### src/verilog/song_pkg.sv
/* note types, the shortened song tables and the sequencer states
   shared by the sequencer, the note FIFO and the player */
`default_nettype none

package song_pkg;

  typedef logic [9:0] freq_t;     // hertz, zero plays a rest
  typedef logic [3:0] beats_t;
  typedef logic [2:0] part_t;     // 1 to 6, zero before the first note
  typedef logic [2:0] note_idx_t;
  typedef logic [9:0] millis_t;

  localparam int INTRO_LEN  = 4;
  localparam int VERSE_LEN  = 6;
  localparam int CHORUS_LEN = 6;

  localparam int LAST_PART  = 6;  // wraps back to part 1 after this

  // intro opening
  localparam freq_t INTRO_FREQ [INTRO_LEN] = '{
    10'd554, 10'd622, 10'd622, 10'd698
  };
  localparam beats_t INTRO_BEATS [INTRO_LEN] = '{
    4'd6, 4'd10, 4'd6, 4'd6
  };

  // verse notes after its leading rest, ends on a short rest
  localparam freq_t VERSE_FREQ [VERSE_LEN] = '{
    10'd277, 10'd277, 10'd277, 10'd277, 10'd311, 10'd0
  };
  localparam beats_t VERSE_BEATS [VERSE_LEN] = '{
    4'd1, 4'd1, 4'd1, 4'd1, 4'd2, 4'd1
  };

  // chorus opening
  localparam freq_t CHORUS_FREQ [CHORUS_LEN] = '{
    10'd466, 10'd466, 10'd415, 10'd415, 10'd698, 10'd698
  };
  localparam beats_t CHORUS_BEATS [CHORUS_LEN] = '{
    4'd1, 4'd1, 4'd1, 4'd1, 4'd3, 4'd3
  };

  typedef enum logic {
    SEQ_LOAD,   // fetch fields from the table
    SEQ_OFFER   // hold them on the valid/ready port
  } seq_state_t;

endpackage

`default_nettype wire

### src/verilog/panel_pkg.sv
/* timing and seven-segment types for the LED panel and the player's
   millisecond timer */
`default_nettype none

package panel_pkg;

  typedef logic [6:0]  seg_t;     // bit 0 is the top segment
  typedef logic [15:0] ticks_t;   // clocks inside one millisecond

  // digits 0 to 9, segments g down to a
  localparam seg_t DIGIT_SEG [10] = '{
    7'b0111111,
    7'b0000110,
    7'b1011011,
    7'b1001111,
    7'b1100110,
    7'b1101101,
    7'b1111100,
    7'b0000111,
    7'b1111111,
    7'b1100111
  };

endpackage

`default_nettype wire

### src/verilog/tone_synth.sv
/* square wave of freq hertz from a phase accumulator, silent when
   freq is zero, restarted at every note */
`default_nettype none

module tone_synth import song_pkg::*; #(
  parameter int TICKS_PER_MS = 10
) (
  input  logic  clk,
  input  logic  rst,
  input  freq_t freq,
  input  logic  restart,
  output logic  sound
);

  localparam logic [31:0] HALF_SEC = 32'(TICKS_PER_MS * 500);  // clocks in half a second

  logic [31:0] acc;
  logic [31:0] acc_next;

  assign acc_next = acc + 32'(freq);

  always_ff @(posedge clk) begin
    if (rst || restart) begin
      acc   <= '0;
      sound <= 1'b0;
    end else if (freq == '0) begin
      acc   <= '0;
      sound <= 1'b0;
    end else if (acc_next >= HALF_SEC) begin
      acc   <= acc_next - HALF_SEC;
      sound <= !sound;  // two edges per period
    end else begin
      acc <= acc_next;
    end
  end

endmodule

`default_nettype wire

### src/verilog/led_panel.sv
/* registered seven-segment digit of the part number, dot on bit 7,
   dark until the first note arrives */
`default_nettype none

module led_panel import song_pkg::*; import panel_pkg::*; (
  input  logic       clk,
  input  logic       rst,
  input  part_t      part,
  input  logic       dot,
  output logic [7:0] led
);

  seg_t digit;

  assign digit = DIGIT_SEG[part];

  always_ff @(posedge clk) begin
    if (rst) begin
      led <= '0;
    end else if (part == '0) begin
      led <= '0;  // nothing played yet
    end else begin
      led <= {dot, digit};
    end
  end

endmodule

`default_nettype wire

### src/verilog/note_sequencer.sv
/* walks intro, intro, verse, chorus, verse, chorus forever and offers
   one note at a time on a valid/ready port */
`default_nettype none

module note_sequencer import song_pkg::*; #(
  parameter int BEAT_MS = 100
) (
  input  logic    clk,
  input  logic    rst,
  output logic    note_valid,
  input  logic    note_ready,
  output freq_t   note_freq,
  output millis_t note_ms,
  output part_t   note_part
);

  seq_state_t state;
  part_t      part;
  note_idx_t  idx;
  part_t      next_part;
  note_idx_t  next_idx;
  logic       last_note;

  function automatic note_idx_t section_last(part_t p);
    case (p)
      3'd1, 3'd2: section_last = note_idx_t'(INTRO_LEN - 1);
      3'd3, 3'd5: section_last = note_idx_t'(VERSE_LEN - 1);
      default:    section_last = note_idx_t'(CHORUS_LEN - 1);
    endcase
  endfunction

  function automatic freq_t table_freq(part_t p, note_idx_t i);
    case (p)
      3'd1, 3'd2: table_freq = INTRO_FREQ[i[1:0]];
      3'd3, 3'd5: table_freq = VERSE_FREQ[i];
      default:    table_freq = CHORUS_FREQ[i];
    endcase
  endfunction

  function automatic millis_t table_ms(part_t p, note_idx_t i);
    beats_t beats;
    int     ms;
    case (p)
      3'd1, 3'd2: beats = INTRO_BEATS[i[1:0]];
      3'd3, 3'd5: beats = VERSE_BEATS[i];
      default:    beats = CHORUS_BEATS[i];
    endcase
    ms = int'(beats) * BEAT_MS;
    if (p == 3'd3 || p == 3'd5) begin
      ms = ms * 2;  // verse runs at half tempo
    end
    table_ms = millis_t'(ms);
  endfunction

  assign note_valid = (state == SEQ_OFFER);
  assign last_note  = (idx == section_last(part));
  assign next_idx   = last_note ? '0 : idx + 1'b1;
  assign next_part  = !last_note ? part :
                      (part == part_t'(LAST_PART)) ? part_t'(1) : part + 1'b1;

  always_ff @(posedge clk) begin
    if (rst) begin
      state <= SEQ_LOAD;
      part  <= part_t'(1);
      idx   <= '0;
    end else begin
      case (state)
        SEQ_LOAD: begin
          note_freq <= table_freq(part, idx);
          note_ms   <= table_ms(part, idx);
          note_part <= part;
          state     <= SEQ_OFFER;
        end
        SEQ_OFFER: begin
          if (note_ready) begin  // next note goes straight out
            part      <= next_part;
            idx       <= next_idx;
            note_freq <= table_freq(next_part, next_idx);
            note_ms   <= table_ms(next_part, next_idx);
            note_part <= next_part;
          end
        end
        default: state <= SEQ_LOAD;
      endcase
    end
  end

endmodule

`default_nettype wire

### src/verilog/note_fifo.sv
/* circular buffer of notes between the sequencer and the player,
   valid/ready on both sides */
`default_nettype none

module note_fifo import song_pkg::*; #(
  parameter int FIFO_DEPTH = 4
) (
  input  logic    clk,
  input  logic    rst,
  input  logic    in_valid,
  output logic    in_ready,
  input  freq_t   in_freq,
  input  millis_t in_ms,
  input  part_t   in_part,
  output logic    out_valid,
  input  logic    out_ready,
  output freq_t   out_freq,
  output millis_t out_ms,
  output part_t   out_part
);

  localparam int PTR_W = $clog2(FIFO_DEPTH);
  localparam int CNT_W = $clog2(FIFO_DEPTH + 1);

  freq_t            freq_mem [FIFO_DEPTH];
  millis_t          ms_mem   [FIFO_DEPTH];
  part_t            part_mem [FIFO_DEPTH];
  logic [PTR_W-1:0] wr_ptr;
  logic [PTR_W-1:0] rd_ptr;
  logic [CNT_W-1:0] count;
  logic [CNT_W-1:0] count_next;
  logic             wr_en;
  logic             rd_en;

  function automatic logic [PTR_W-1:0] bump(logic [PTR_W-1:0] p);
    bump = (p == PTR_W'(FIFO_DEPTH - 1)) ? '0 : p + 1'b1;
  endfunction

  assign wr_en      = in_valid && in_ready;
  assign rd_en      = out_valid && out_ready;
  assign count_next = count + CNT_W'(wr_en) - CNT_W'(rd_en);
  assign out_valid  = (count != '0);
  assign out_freq   = freq_mem[rd_ptr];
  assign out_ms     = ms_mem[rd_ptr];
  assign out_part   = part_mem[rd_ptr];

  always_ff @(posedge clk) begin
    if (rst) begin
      wr_ptr   <= '0;
      rd_ptr   <= '0;
      count    <= '0;
      in_ready <= 1'b0;
    end else begin
      if (wr_en) wr_ptr <= bump(wr_ptr);
      if (rd_en) rd_ptr <= bump(rd_ptr);
      count    <= count_next;
      in_ready <= (count_next != CNT_W'(FIFO_DEPTH));  // low once full
    end
  end

  always_ff @(posedge clk) begin
    if (wr_en) begin
      freq_mem[wr_ptr] <= in_freq;
      ms_mem[wr_ptr]   <= in_ms;
      part_mem[wr_ptr] <= in_part;
    end
  end

endmodule

`default_nettype wire

### src/verilog/note_player.sv
/* plays each accepted note as tone then gap, timed in milliseconds,
   and feeds the tone synthesizer and the LED panel */
`default_nettype none

module note_player import song_pkg::*; import panel_pkg::*; #(
  parameter int TICKS_PER_MS = 10
) (
  input  logic       clk,
  input  logic       rst,
  input  logic       out_valid,
  output logic       out_ready,
  input  freq_t      out_freq,
  input  millis_t    out_ms,
  input  part_t      out_part,
  output logic [7:0] led,
  output logic       sound
);

  typedef enum logic [1:0] {
    PH_IDLE,
    PH_TONE,
    PH_GAP
  } phase_t;

  phase_t  phase;
  ticks_t  tick_cnt;
  millis_t ms_cnt;
  millis_t tone_ms;
  millis_t gap_ms;
  millis_t phase_len;
  freq_t   tone_freq;
  freq_t   synth_freq;
  part_t   shown_part;
  logic    accept;
  logic    ms_done;
  logic    phase_done;
  logic    dot;

  assign out_ready  = (phase == PH_IDLE);
  assign accept     = out_valid && out_ready;
  assign phase_len  = (phase == PH_TONE) ? tone_ms : gap_ms;
  assign ms_done    = (tick_cnt == ticks_t'(TICKS_PER_MS - 1));
  assign phase_done = ms_done && (ms_cnt == phase_len - millis_t'(1));
  assign synth_freq = (phase == PH_TONE) ? tone_freq : '0;
  assign dot        = (phase == PH_TONE) && (tone_freq != '0);  // rests stay dark

  always_ff @(posedge clk) begin
    if (rst) begin
      phase      <= PH_IDLE;
      tick_cnt   <= '0;
      ms_cnt     <= '0;
      shown_part <= '0;
    end else begin
      if (phase == PH_IDLE) begin
        tick_cnt <= '0;
        ms_cnt   <= '0;
      end else if (ms_done) begin
        tick_cnt <= '0;
        ms_cnt   <= phase_done ? '0 : ms_cnt + 1'b1;
      end else begin
        tick_cnt <= tick_cnt + 1'b1;
      end

      case (phase)
        PH_IDLE: begin
          if (accept) begin
            phase      <= PH_TONE;
            shown_part <= out_part;
          end
        end
        PH_TONE: if (phase_done) phase <= (gap_ms == '0) ? PH_IDLE : PH_GAP;
        PH_GAP:  if (phase_done) phase <= PH_IDLE;
        default: phase <= PH_IDLE;
      endcase
    end
  end

  always_ff @(posedge clk) begin
    if (accept) begin
      tone_freq <= out_freq;
      tone_ms   <= out_ms;
      gap_ms    <= out_ms / millis_t'(3);  // gap is a third of the note
    end
  end

  tone_synth #(
    .TICKS_PER_MS(TICKS_PER_MS)
  ) u_synth (
    .clk    (clk),
    .rst    (rst),
    .freq   (synth_freq),
    .restart(accept),
    .sound  (sound)
  );

  led_panel u_panel (
    .clk (clk),
    .rst (rst),
    .part(shown_part),
    .dot (dot),
    .led (led)
  );

endmodule

`default_nettype wire

### src/verilog/music_top.sv
/* melody player top level, sequencer into note FIFO into player;
   timing parameters are set here */
`default_nettype none

module music_top import song_pkg::*; #(
  parameter int TICKS_PER_MS = 10,
  parameter int BEAT_MS      = 100,
  parameter int FIFO_DEPTH   = 4
) (
  input  logic       clk,
  input  logic       rst,
  output logic [7:0] led,
  output logic       sound
);

  logic    note_valid;
  logic    note_ready;
  freq_t   note_freq;
  millis_t note_ms;
  part_t   note_part;
  logic    out_valid;
  logic    out_ready;
  freq_t   out_freq;
  millis_t out_ms;
  part_t   out_part;

  note_sequencer #(
    .BEAT_MS(BEAT_MS)
  ) u_seq (
    .clk       (clk),
    .rst       (rst),
    .note_valid(note_valid),
    .note_ready(note_ready),
    .note_freq (note_freq),
    .note_ms   (note_ms),
    .note_part (note_part)
  );

  note_fifo #(
    .FIFO_DEPTH(FIFO_DEPTH)
  ) u_fifo (
    .clk      (clk),
    .rst      (rst),
    .in_valid (note_valid),
    .in_ready (note_ready),
    .in_freq  (note_freq),
    .in_ms    (note_ms),
    .in_part  (note_part),
    .out_valid(out_valid),
    .out_ready(out_ready),
    .out_freq (out_freq),
    .out_ms   (out_ms),
    .out_part (out_part)
  );

  note_player #(
    .TICKS_PER_MS(TICKS_PER_MS)
  ) u_player (
    .clk      (clk),
    .rst      (rst),
    .out_valid(out_valid),
    .out_ready(out_ready),
    .out_freq (out_freq),
    .out_ms   (out_ms),
    .out_part (out_part),
    .led      (led),
    .sound    (sound)
  );

endmodule

`default_nettype wire

### config.mk
export PLATFORM = sky130hd
export DESIGN_NAME = music_top
export DESIGN_NICKNAME = d
export VERILOG_FILES = /design/src/verilog/song_pkg.sv /design/src/verilog/panel_pkg.sv /design/src/verilog/tone_synth.sv /design/src/verilog/led_panel.sv /design/src/verilog/note_sequencer.sv /design/src/verilog/note_fifo.sv /design/src/verilog/note_player.sv /design/src/verilog/music_top.sv
export SDC_FILE = /design/constraint.sdc
export NUM_CORES = 1
export LEC_CHECK = 0
export ABC_AREA = 0
export ABC_CLOCK_PERIOD_IN_PS = 6600
export BUFFER_PORTS_ARGS = -buffer_cell sky130_fd_sc_hd__buf_2
export CAP_MARGIN = 40
export CORE_UTILIZATION = 60
export DETAILED_ROUTE_END_ITERATION = 10
export MAX_ROUTING_LAYER = met4
export PLACE_DENSITY = 0.87
export SLEW_MARGIN = 20
export SYNTH_ARGS = -nofsm -noshare
export SYNTH_HDL_FRONTEND = slang
export SYNTH_SLANG_ARGS = --single-unit
### constraint.sdc
create_clock -name clk -period 6.6 [get_ports clk]
set_input_delay 0.33 -clock clk [delete_from_list [all_inputs] [get_ports clk]]
set_output_delay 0.33 -clock clk [all_outputs]
set_load 0.005 [all_outputs]
==> impl_metrics.json, run 1 <==
{
  "synth_most_common_cell": "edfxtp_1",
  "min_to": "u_seq.idx[0]",
  "cts.path.max_buffers": 3,
  "grt_max_degree": 34,
  "grt_pass1_vias": 8554,
  "die_area_sq_um": 20700,
  "dp_hpwl_um": 17500,
  "multiInputGateArea_sq_um": 6030,
  "end_kind": "flop",
  "io_pins": 11,
  "avgViaCountPerCell": 6.20,
  "start_util_pct": 61.8,
  "seqCellArea_sq_um": 5750,
  "critPathLaunchType": "flop",
  "ys_ff_latch": 221,
  "antenna-diode-count": 0,
  "area_delta_synth_final_pct": 9.76,
  "worst_slew_pin_slew_ps": 807,
  "avgSynthCellArea_sq_um": 10.5,
  "wirelength_um": 25700,
  "ys_types": 85,
  "r2r_end": "u_player.gap_ms[0]",
  "numCtsBuffers": 23,
  "fin_ws_ps": 1330,
  "drv_slew": 0,
  "drt_iter0_markers": 626,
  "skew_ps": 8.78,
  "power_density_nw_per_um2": 526,
  "cts_sinks": 221,
  "p_leak_nw": 4.75,
  "holdBufCountCts": 0,
  "synth.largest_area_cell": "edfxtp_1",
  "timing_worst_setup_path_type": "flop to flop",
  "synth-edff-count": 132,
  "cts_resized": 0,
  "yosys-top-cells-count": "132 x edfxtp_1, 125 x nor2_1, 89 x dfxtp_1",
  "hp-class": "primary input to flop",
  "totalNegativeSetupSlack_ps": 0,
  "reg2reg_depth": 14,
  "period_minus_slack_ps": 5270,
  "h-tree-depth": 1,
  "routedWlPerCell_um": 18.0,
  "yosys_warnings": 0,
  "drtPass1Iterations": 5,
  "fmax_mhz": 190,
  "rsz0062_at_grt": "false",
  "antenna_found_initial": 0,
  "synth_top_area_share_pct": 32.8,
  "rows": 51,
  "nets": 1206,
  "cts_tree": "yes",
  "synth_area_sq_um": 12100,
  "clk_latency_ps": 530,
  "gr-total-overflow": 0,
  "die_w_um": 144,
  "yosysSeqAreaShare_pct": 47.5,
  "cts_setup_buffers": 0,
  "final_layout_size_suffix_gt1_share_pct": 10.4,
  "setup_violations": 0,
  "vdd_drop_max_v": 0.000313,
  "io_buffers": 10,
  "syn_inst": 1148,
  "synthTopCellsByArea": "edfxtp_1 33%, dfxtp_1 15%, ha_1 5.1%",
  "syn-num-nets": 1203,
  "maxSlewHeadroom_pct": 46.0,
  "cts-root-buf": "clkbuf_16",
  "status": "completed",
  "hold_violations": 0,
  "yosys_most_used_dff": "edfxtp_1",
  "drv_cap": 0,
  "route.detailed.drc": 0,
  "dp_slack_ps": 1550,
  "core_region_area_sq_um": 19600,
  "min_path_cells": 2,
  "fill_cells": 1375,
  "gp_congestion": 0.948,
  "path_clk_slew_ps": 70,
  "worstPathArrival_ps": 5520,
  "grt.total_usage_pct": 26.2,
  "period_share_pct": 79.8,
  "r2r_setup_slack_ps": 1330,
  "via_count": 8884,
  "drtAntennaViolNets": 0,
  "async_reset_ff_share_pct": 0,
  "grt_pass1_wl_um": 41800,
  "total_power_mw": 6.98,
  "path_max_fanout": 22,
  "required_ps": 6860,
  "die_y_um": 144,
  "holdCritStartpoint": "rst"
}
-- registers in the layout, indices dropped and copies added (netlist names), named ones only --
signal and count:
u_fifo.freq_mem 40, u_fifo.ms_mem 32, u_player.u_synth.acc 32, u_player.tick_cnt 16, u_fifo.part_mem 12, u_player.ms_cnt 10
u_player.tone_freq 10, u_seq.note_freq 10, u_player.gap_ms 9, u_player.tone_ms 8, u_player.u_panel.led 8, u_seq.note_ms 8
u_fifo.count 3, u_player.shown_part 3, u_seq.idx 3, u_seq.note_part 3, u_seq.part 3, u_fifo.rd_ptr 2
u_fifo.wr_ptr 2, u_player.phase 2, u_fifo.in_ready 1, u_player.u_synth.sound 1, u_seq.note_valid 1
-- worst max-delay path: stages (launching register included) --
cell	delay, ps
dfxtp_1	630
mux4_2	780
nand2b_1	260
o22a_1	260
a21boi_0	430
a22oi_1	140
a311oi_1	290
a31oi_1	170
ha_1	350
or2_1	300
a21oi_1	190
ha_1	240
or3b_2	460
o311ai_0	400
a31oi_1	100
-- cells in the final DEF (no fill, tap or decap), types with 10 or more instances in the layout --
cell / n
nor3_1: 40
mux2i_1: 24
ha_1: 49
a21oi_1: 55
o21a_1: 11
and3_1: 21
buf_2: 12
clkbuf_16: 23
dfxtp_1: 89
nand4_1: 10
nor2_1: 125
mux4_2: 20
nand2_1: 77
nor4_1: 11
inv_1: 39
o21ai_0: 43
xor2_1: 45
nand3_1: 32
or3_1: 14
nand2b_1: 15
edfxtp_1: 132
nor2b_1: 15
xnor2_1: 51
a21o_1: 12
and2_1: 18
-- stage by stage --
stage / util, % / cells / area, sq um / hold WS (ps)
after floorplan: - / 1148 / 12100 / 441
after global placement: 63.0 / 1382 / 12300 / 456
after detailed placement: 63.5 / 1389 / 12400 / 474
after CTS: 67.7 / 1431 / 13300 / 315
after global routing: 67.8 / 1433 / 13300 / 340
final: 67.8 / 1433 / 13300 / 331
-- report_power, final --
group | switching, mW | internal, mW | total [mW]
Combinational | 2.02 | 1.43 | 3.45
Sequential | 0.274 | 1.85 | 2.12
Clock | 0.564 | 0.845 | 1.41
-- layer usage --
layer | global-route usage (%) | up-vias | part of all wire (%) | routed length [um]
li1 | - | 4252 | - | -
met1 | 31.1 | 4212 | 41 | 10600
met2 | 45.5 | 337 | 50 | 12900
met3 | 3.15 | 83 | 5.1 | 1320
met4 | 10.2 | 0 | 3.4 | 871
met5 | - | - | 0 | 0
-- area by class of cell --
cell class	count	area share [%]
Multi-Input combinational cell	842	45.4
Inverter	39	1.10
Clock inverter	18	1.86
Tap cell	265	2.50
Clock buffer	24	4.36
Sequential cell	221	43.3
Timing Repair Buffer	24	1.54
-- how the worst max path moves through the flow --
| stage | endpoint | slack, ps | cells past startpoint |
|---|---|---|---|
| finish | u_player.gap_ms[0] | 1330 | 14 |
| global route | u_player.gap_ms[0] | 1060 | 14 |
| CTS | u_player.gap_ms[0] | 1430 | 14 |
| detailed placement | u_player.gap_ms[0] | 1550 | 14 |
| global placement | u_player.u_synth.acc[8] | 1780 | 16 |
| floorplan | u_player.u_synth.acc[19] | 2030 | 18 |
-- cells by family after synthesis --
| logic type | after synthesis | synth area share (%) |
|---|---|---|
| AOI/OAI and AO/OA | 221 | 12.8 |
| buffers and inverters | 85 | 2.72 |
| adders and majority gates | 54 | 5.81 |
| xor gates and xnor gates | 98 | 7.36 |
| and+or+nand+nor | 421 | 17.7 |
| muxes | 48 | 6.08 |
| DFF | 221 | 47.5 |
Note: power is estimated with default switching activity, not from simulation.
==> run 2: changes to the inputs <==
ABC_AREA = 1   (was 0)
ABC_CLOCK_PERIOD_IN_PS = 4510   (was 6600)
CORE_UTILIZATION = 58   (was 60)
PLACE_DENSITY = 0.88   (was 0.87)
clock period = 4.51 ns   (was 6.6 ns; I/O delays follow)
==> run 2 against run 1 <==
Effect of this change: hold slack worse by 230 ps; non-clock buffer count is 1 higher; count of clock-buffer cells in the layout is 4 higher; area after synthesis is 0.12% higher; clock power is 38% higher; fmax is 25% higher; flip-flop and latch count stayed put; critical path depth is 9 higher; via count is 11% higher; cell area is 0.24% higher; sequential share of layout area is 0.10 points lower; clock skew is 1.2 ps higher; critical endpoint is now u_seq.note_ms[9]; highest routed layer unchanged.
==> impl_metrics.json, run 2 <==
{
  "drtAntennaViolNets": 0,
  "die_w_um": 147,
  "largest_reg_flops": 40,
  "avgViaCountPerCell": 5.71,
  "yosys_warnings": 0,
  "fin_cells": 1724,
  "timing_worst_setup_path_type": "flop to flop",
  "power_switching_share_pct": 43.5,
  "gr-total-overflow": 0,
  "hold_violations": 0,
  "end_kind": "flop",
  "via_count": 9848,
  "cts.path.max_buffers": 3,
  "fin_ws_ps": 288,
  "grt_pass1_wl_um": 44800,
  "synth_top_area_share_pct": 32.7,
  "yosys_most_used_dff": "edfxtp_1",
  "path_max_fanout": 9,
  "start_util_pct": 59.5,
  "route.detailed.drc": 0,
  "path_clk_slew_ps": 60,
  "status": "completed",
  "critPathLaunchType": "flop",
  "dp_hpwl_um": 19300,
  "gp_congestion": 1.02,
  "io_buffers": 10,
  "p_leak_nw": 5.61,
  "grt_pass1_vias": 9314,
  "antenna_found_initial": 0,
  "synth.largest_area_cell": "edfxtp_1",
  "min_to": "u_fifo.count[1]",
  "numCtsBuffers": 24,
  "drt_iter0_markers": 818,
  "cts-root-buf": "clkbuf_16",
  "max_stage_delay_ps": 380,
  "r2r_end": "u_seq.note_ms[9]",
  "setup_violations": 0,
  "antenna-diode-count": 0,
  "wirelength_um": 27400,
  "ys_types": 60,
  "period_minus_slack_ps": 4220,
  "yosys-top-cells-count": "270 x nand2_1, 181 x nor2_1, 158 x inv_1",
  "final_layout_size_suffix_gt1_share_pct": 11.7,
  "die_area_sq_um": 21500,
  "yosysSeqAreaShare_pct": 47.4,
  "dp_slack_ps": 193,
  "power.share.clock_pct": 19.6,
  "hp-class": "primary input to flop",
  "cts_tree": "yes",
  "skew_ps": 9.97,
  "worstPathCellList": "nand2_1 -> nand2_1 -> a21oi_4 -> inv_2 -> o21ai_1 -> nand3_2 -> inv_2 -> nand3_1 -> nand2_2 -> a21oi_2 -> a21oi_4 -> inv_2 -> nor2_2 -> inv_2 -> nor3_4 -> nor2_2 -> nand2_1 -> ha_1 -> ha_1 -> fa_1 -> xor2_1 -> o21ai_0 -> o21ai_0",
  "place_area_sq_um": 12500,
  "core_region_area_sq_um": 20400,
  "drv_cap": 0,
  "avgSynthCellArea_sq_um": 8.57,
  "p_int_mw": 5.60,
  "layout_commonest_cell": "nand2_1",
  "vdd_drop_max_v": 0.000518,
  "clk_latency_ps": 520,
  "holdCritStartpoint": "rst",
  "die_y_um": 147,
  "ys_ff_latch": 221,
  "drtPass1Iterations": 5,
  "drv_slew": 0,
  "period_share_pct": 93.6,
  "largestRegisters": "u_fifo.freq_mem x40, u_fifo.ms_mem x32, u_player.u_synth.acc x32",
  "power_density_nw_per_um2": 744,
  "final_cell_mix": "269 x nand2_1, 176 x nor2_1, 158 x inv_1, 132 x edfxtp_1, 89 x dfxtp_1",
  "synth_most_common_cell": "nand2_1",
  "pwr-share-seq_pct": 31.6,
  "nets": 1493,
  "fmax_mhz": 237,
  "routedWlPerCell_um": 15.9,
  "grt_max_degree": 37,
  "required_ps": 4750,
  "area_delta_synth_final_pct": 9.88,
  "holdWs_ps": 97.9,
  "slowest_stage": "fa_1",
  "h-tree-depth": 1,
  "synth-edff-count": 132,
  "holdBufCountCts": 0,
  "syn_inst": 1414,
  "async_reset_ff_share_pct": 0,
  "worstPathArrival_ps": 4460,
  "r2r_setup_slack_ps": 290,
  "dp.cells": 1679,
  "reg2reg_depth": 23,
  "final_util_pct": 65.4,
  "min_path_cells": 2,
  "worst_slew_pin_slew_ps": 821,
  "grt.total_usage_pct": 26.6,
  "regToRegStartpoint": "u_seq.part[0]",
  "io_pins": 11,
  "final_cell_area_sq_um": 13300,
  "pwr-share-comb_pct": 48.8,
  "top_register": "u_fifo.freq_mem",
  "maxSlewHeadroom_pct": 44.8,
  "syn-num-nets": 1469,
  "crit_top_cell": "inv_2",
  "p_switching_mw": 4.30,
  "fill_cells": 1529,
  "cts_sinks": 221,
  "rows": 52,
  "synthTopCellsByArea": "edfxtp_1 33%, dfxtp_1 15%, nand2_1 8.4%",
  "synth_area_sq_um": 12100
}
[run 2: cell count changes after synthesis, moves of 19 or more]
cell | before | now
and3_1 | 21 | 2
inv_1 | 39 | 158
inv_2 | 0 | 22
mux4_2 | 20 | 0
nand2_1 | 77 | 270
nand3_1 | 32 | 66
nor2_1 | 125 | 181
o21ai_0 | 43 | 77
xnor2_1 | 51 | 14
[run 2: final cells by class]
| type | count | area (sq um) | area share, % |
|---|---|---|---|
| sequential | 221 | 5750 | 43.2 |
| tap | 270 | 338 | 2.54 |
| inverter | 184 | 696 | 5.23 |
| timing repair buffer | 25 | 178 | 1.33 |
| clock buffer | 28 | 637 | 4.78 |
| clock inverter | 14 | 138 | 1.03 |
| multi-input combinational | 982 | 5580 | 41.9 |
[run 2: power groups by stage]
| stage | combinational [mW] | clock [mW] | sequential [mW] |
|---|---|---|---|
| 2_1_floorplan | 3.75 | 0 | 3.05 |
| 3_3_place_gp | 4.49 | 0 | 3.13 |
| 3_5_place_dp | 4.65 | 0 | 3.16 |
| 4_1_cts | 4.73 | 1.96 | 3.13 |
| 5_1_grt | 5.44 | 2.03 | 3.17 |
| 6_report | 4.83 | 1.94 | 3.13 |
[run 2: cells by family after synthesis]
logic type | count (synthesis) | share of synthesized area, %
and+or+nand+nor | 646 | 24.2
DFF | 221 | 47.4
AOI/OAI and AO/OA | 216 | 10.4
buffers and inverters | 211 | 6.96
xor gates and xnor gates | 61 | 4.84
adders and majority gates | 53 | 5.72
muxes | 6 | 0.496
[run 2: worst max path at each step]
stage / startpoint / endpoint / slack (ps) / depth (start not counted)
3_5_place_dp: u_seq.part[0] / u_seq.note_ms[9] / 190 / 22
4_1_cts: u_seq.part[0] / u_seq.note_ms[9] / 170 / 22
5_1_grt: u_seq.part[0] / u_seq.note_ms[9] / -3 / 23
3_3_place_gp: u_seq.part[0] / u_seq.note_ms[9] / 250 / 22
2_1_floorplan: u_seq.part[2] / u_seq.note_ms[9] / 880 / 23
6_report: u_seq.part[0] / u_seq.note_ms[9] / 290 / 23
[run 2: repair_timing]
| action | 4_1_cts | 5_1_grt |
|---|---|---|
| gates resized for setup | 0 | 8 |
| setup buffers | 0 | 2 |
| setup endpoints to repair | 0 | 3 |
[run 2: layer usage]
layer	global-route usage, %	share of wire [%]	up-vias
met1	31.8	41	4590
met3	3.16	7.0	71
li1	-	-	4779
met2	45.8	50	408
met4	10.2	2.7	0
met5	-	0	-
[run 2: worst max-delay path, delay by kind of cell (launching register included)]
family          cells  cell delay (ps)
fa+ha+maj           3              860
xor+xnor            1              180
flops               1              370
compound gates      6              830
simple gates        9             1240
buf+inv             4              440
[run 2: stage by stage]
| stage | TNS (ps) | power [mW] |
|---|---|---|
| floorplan | 0 | 6.79 |
| global placement | 0 | 7.62 |
| detailed placement | 0 | 7.81 |
| CTS | 0 | 9.82 |
| global route | -3.46 | 10.6 |
| finish | 0 | 9.90 |
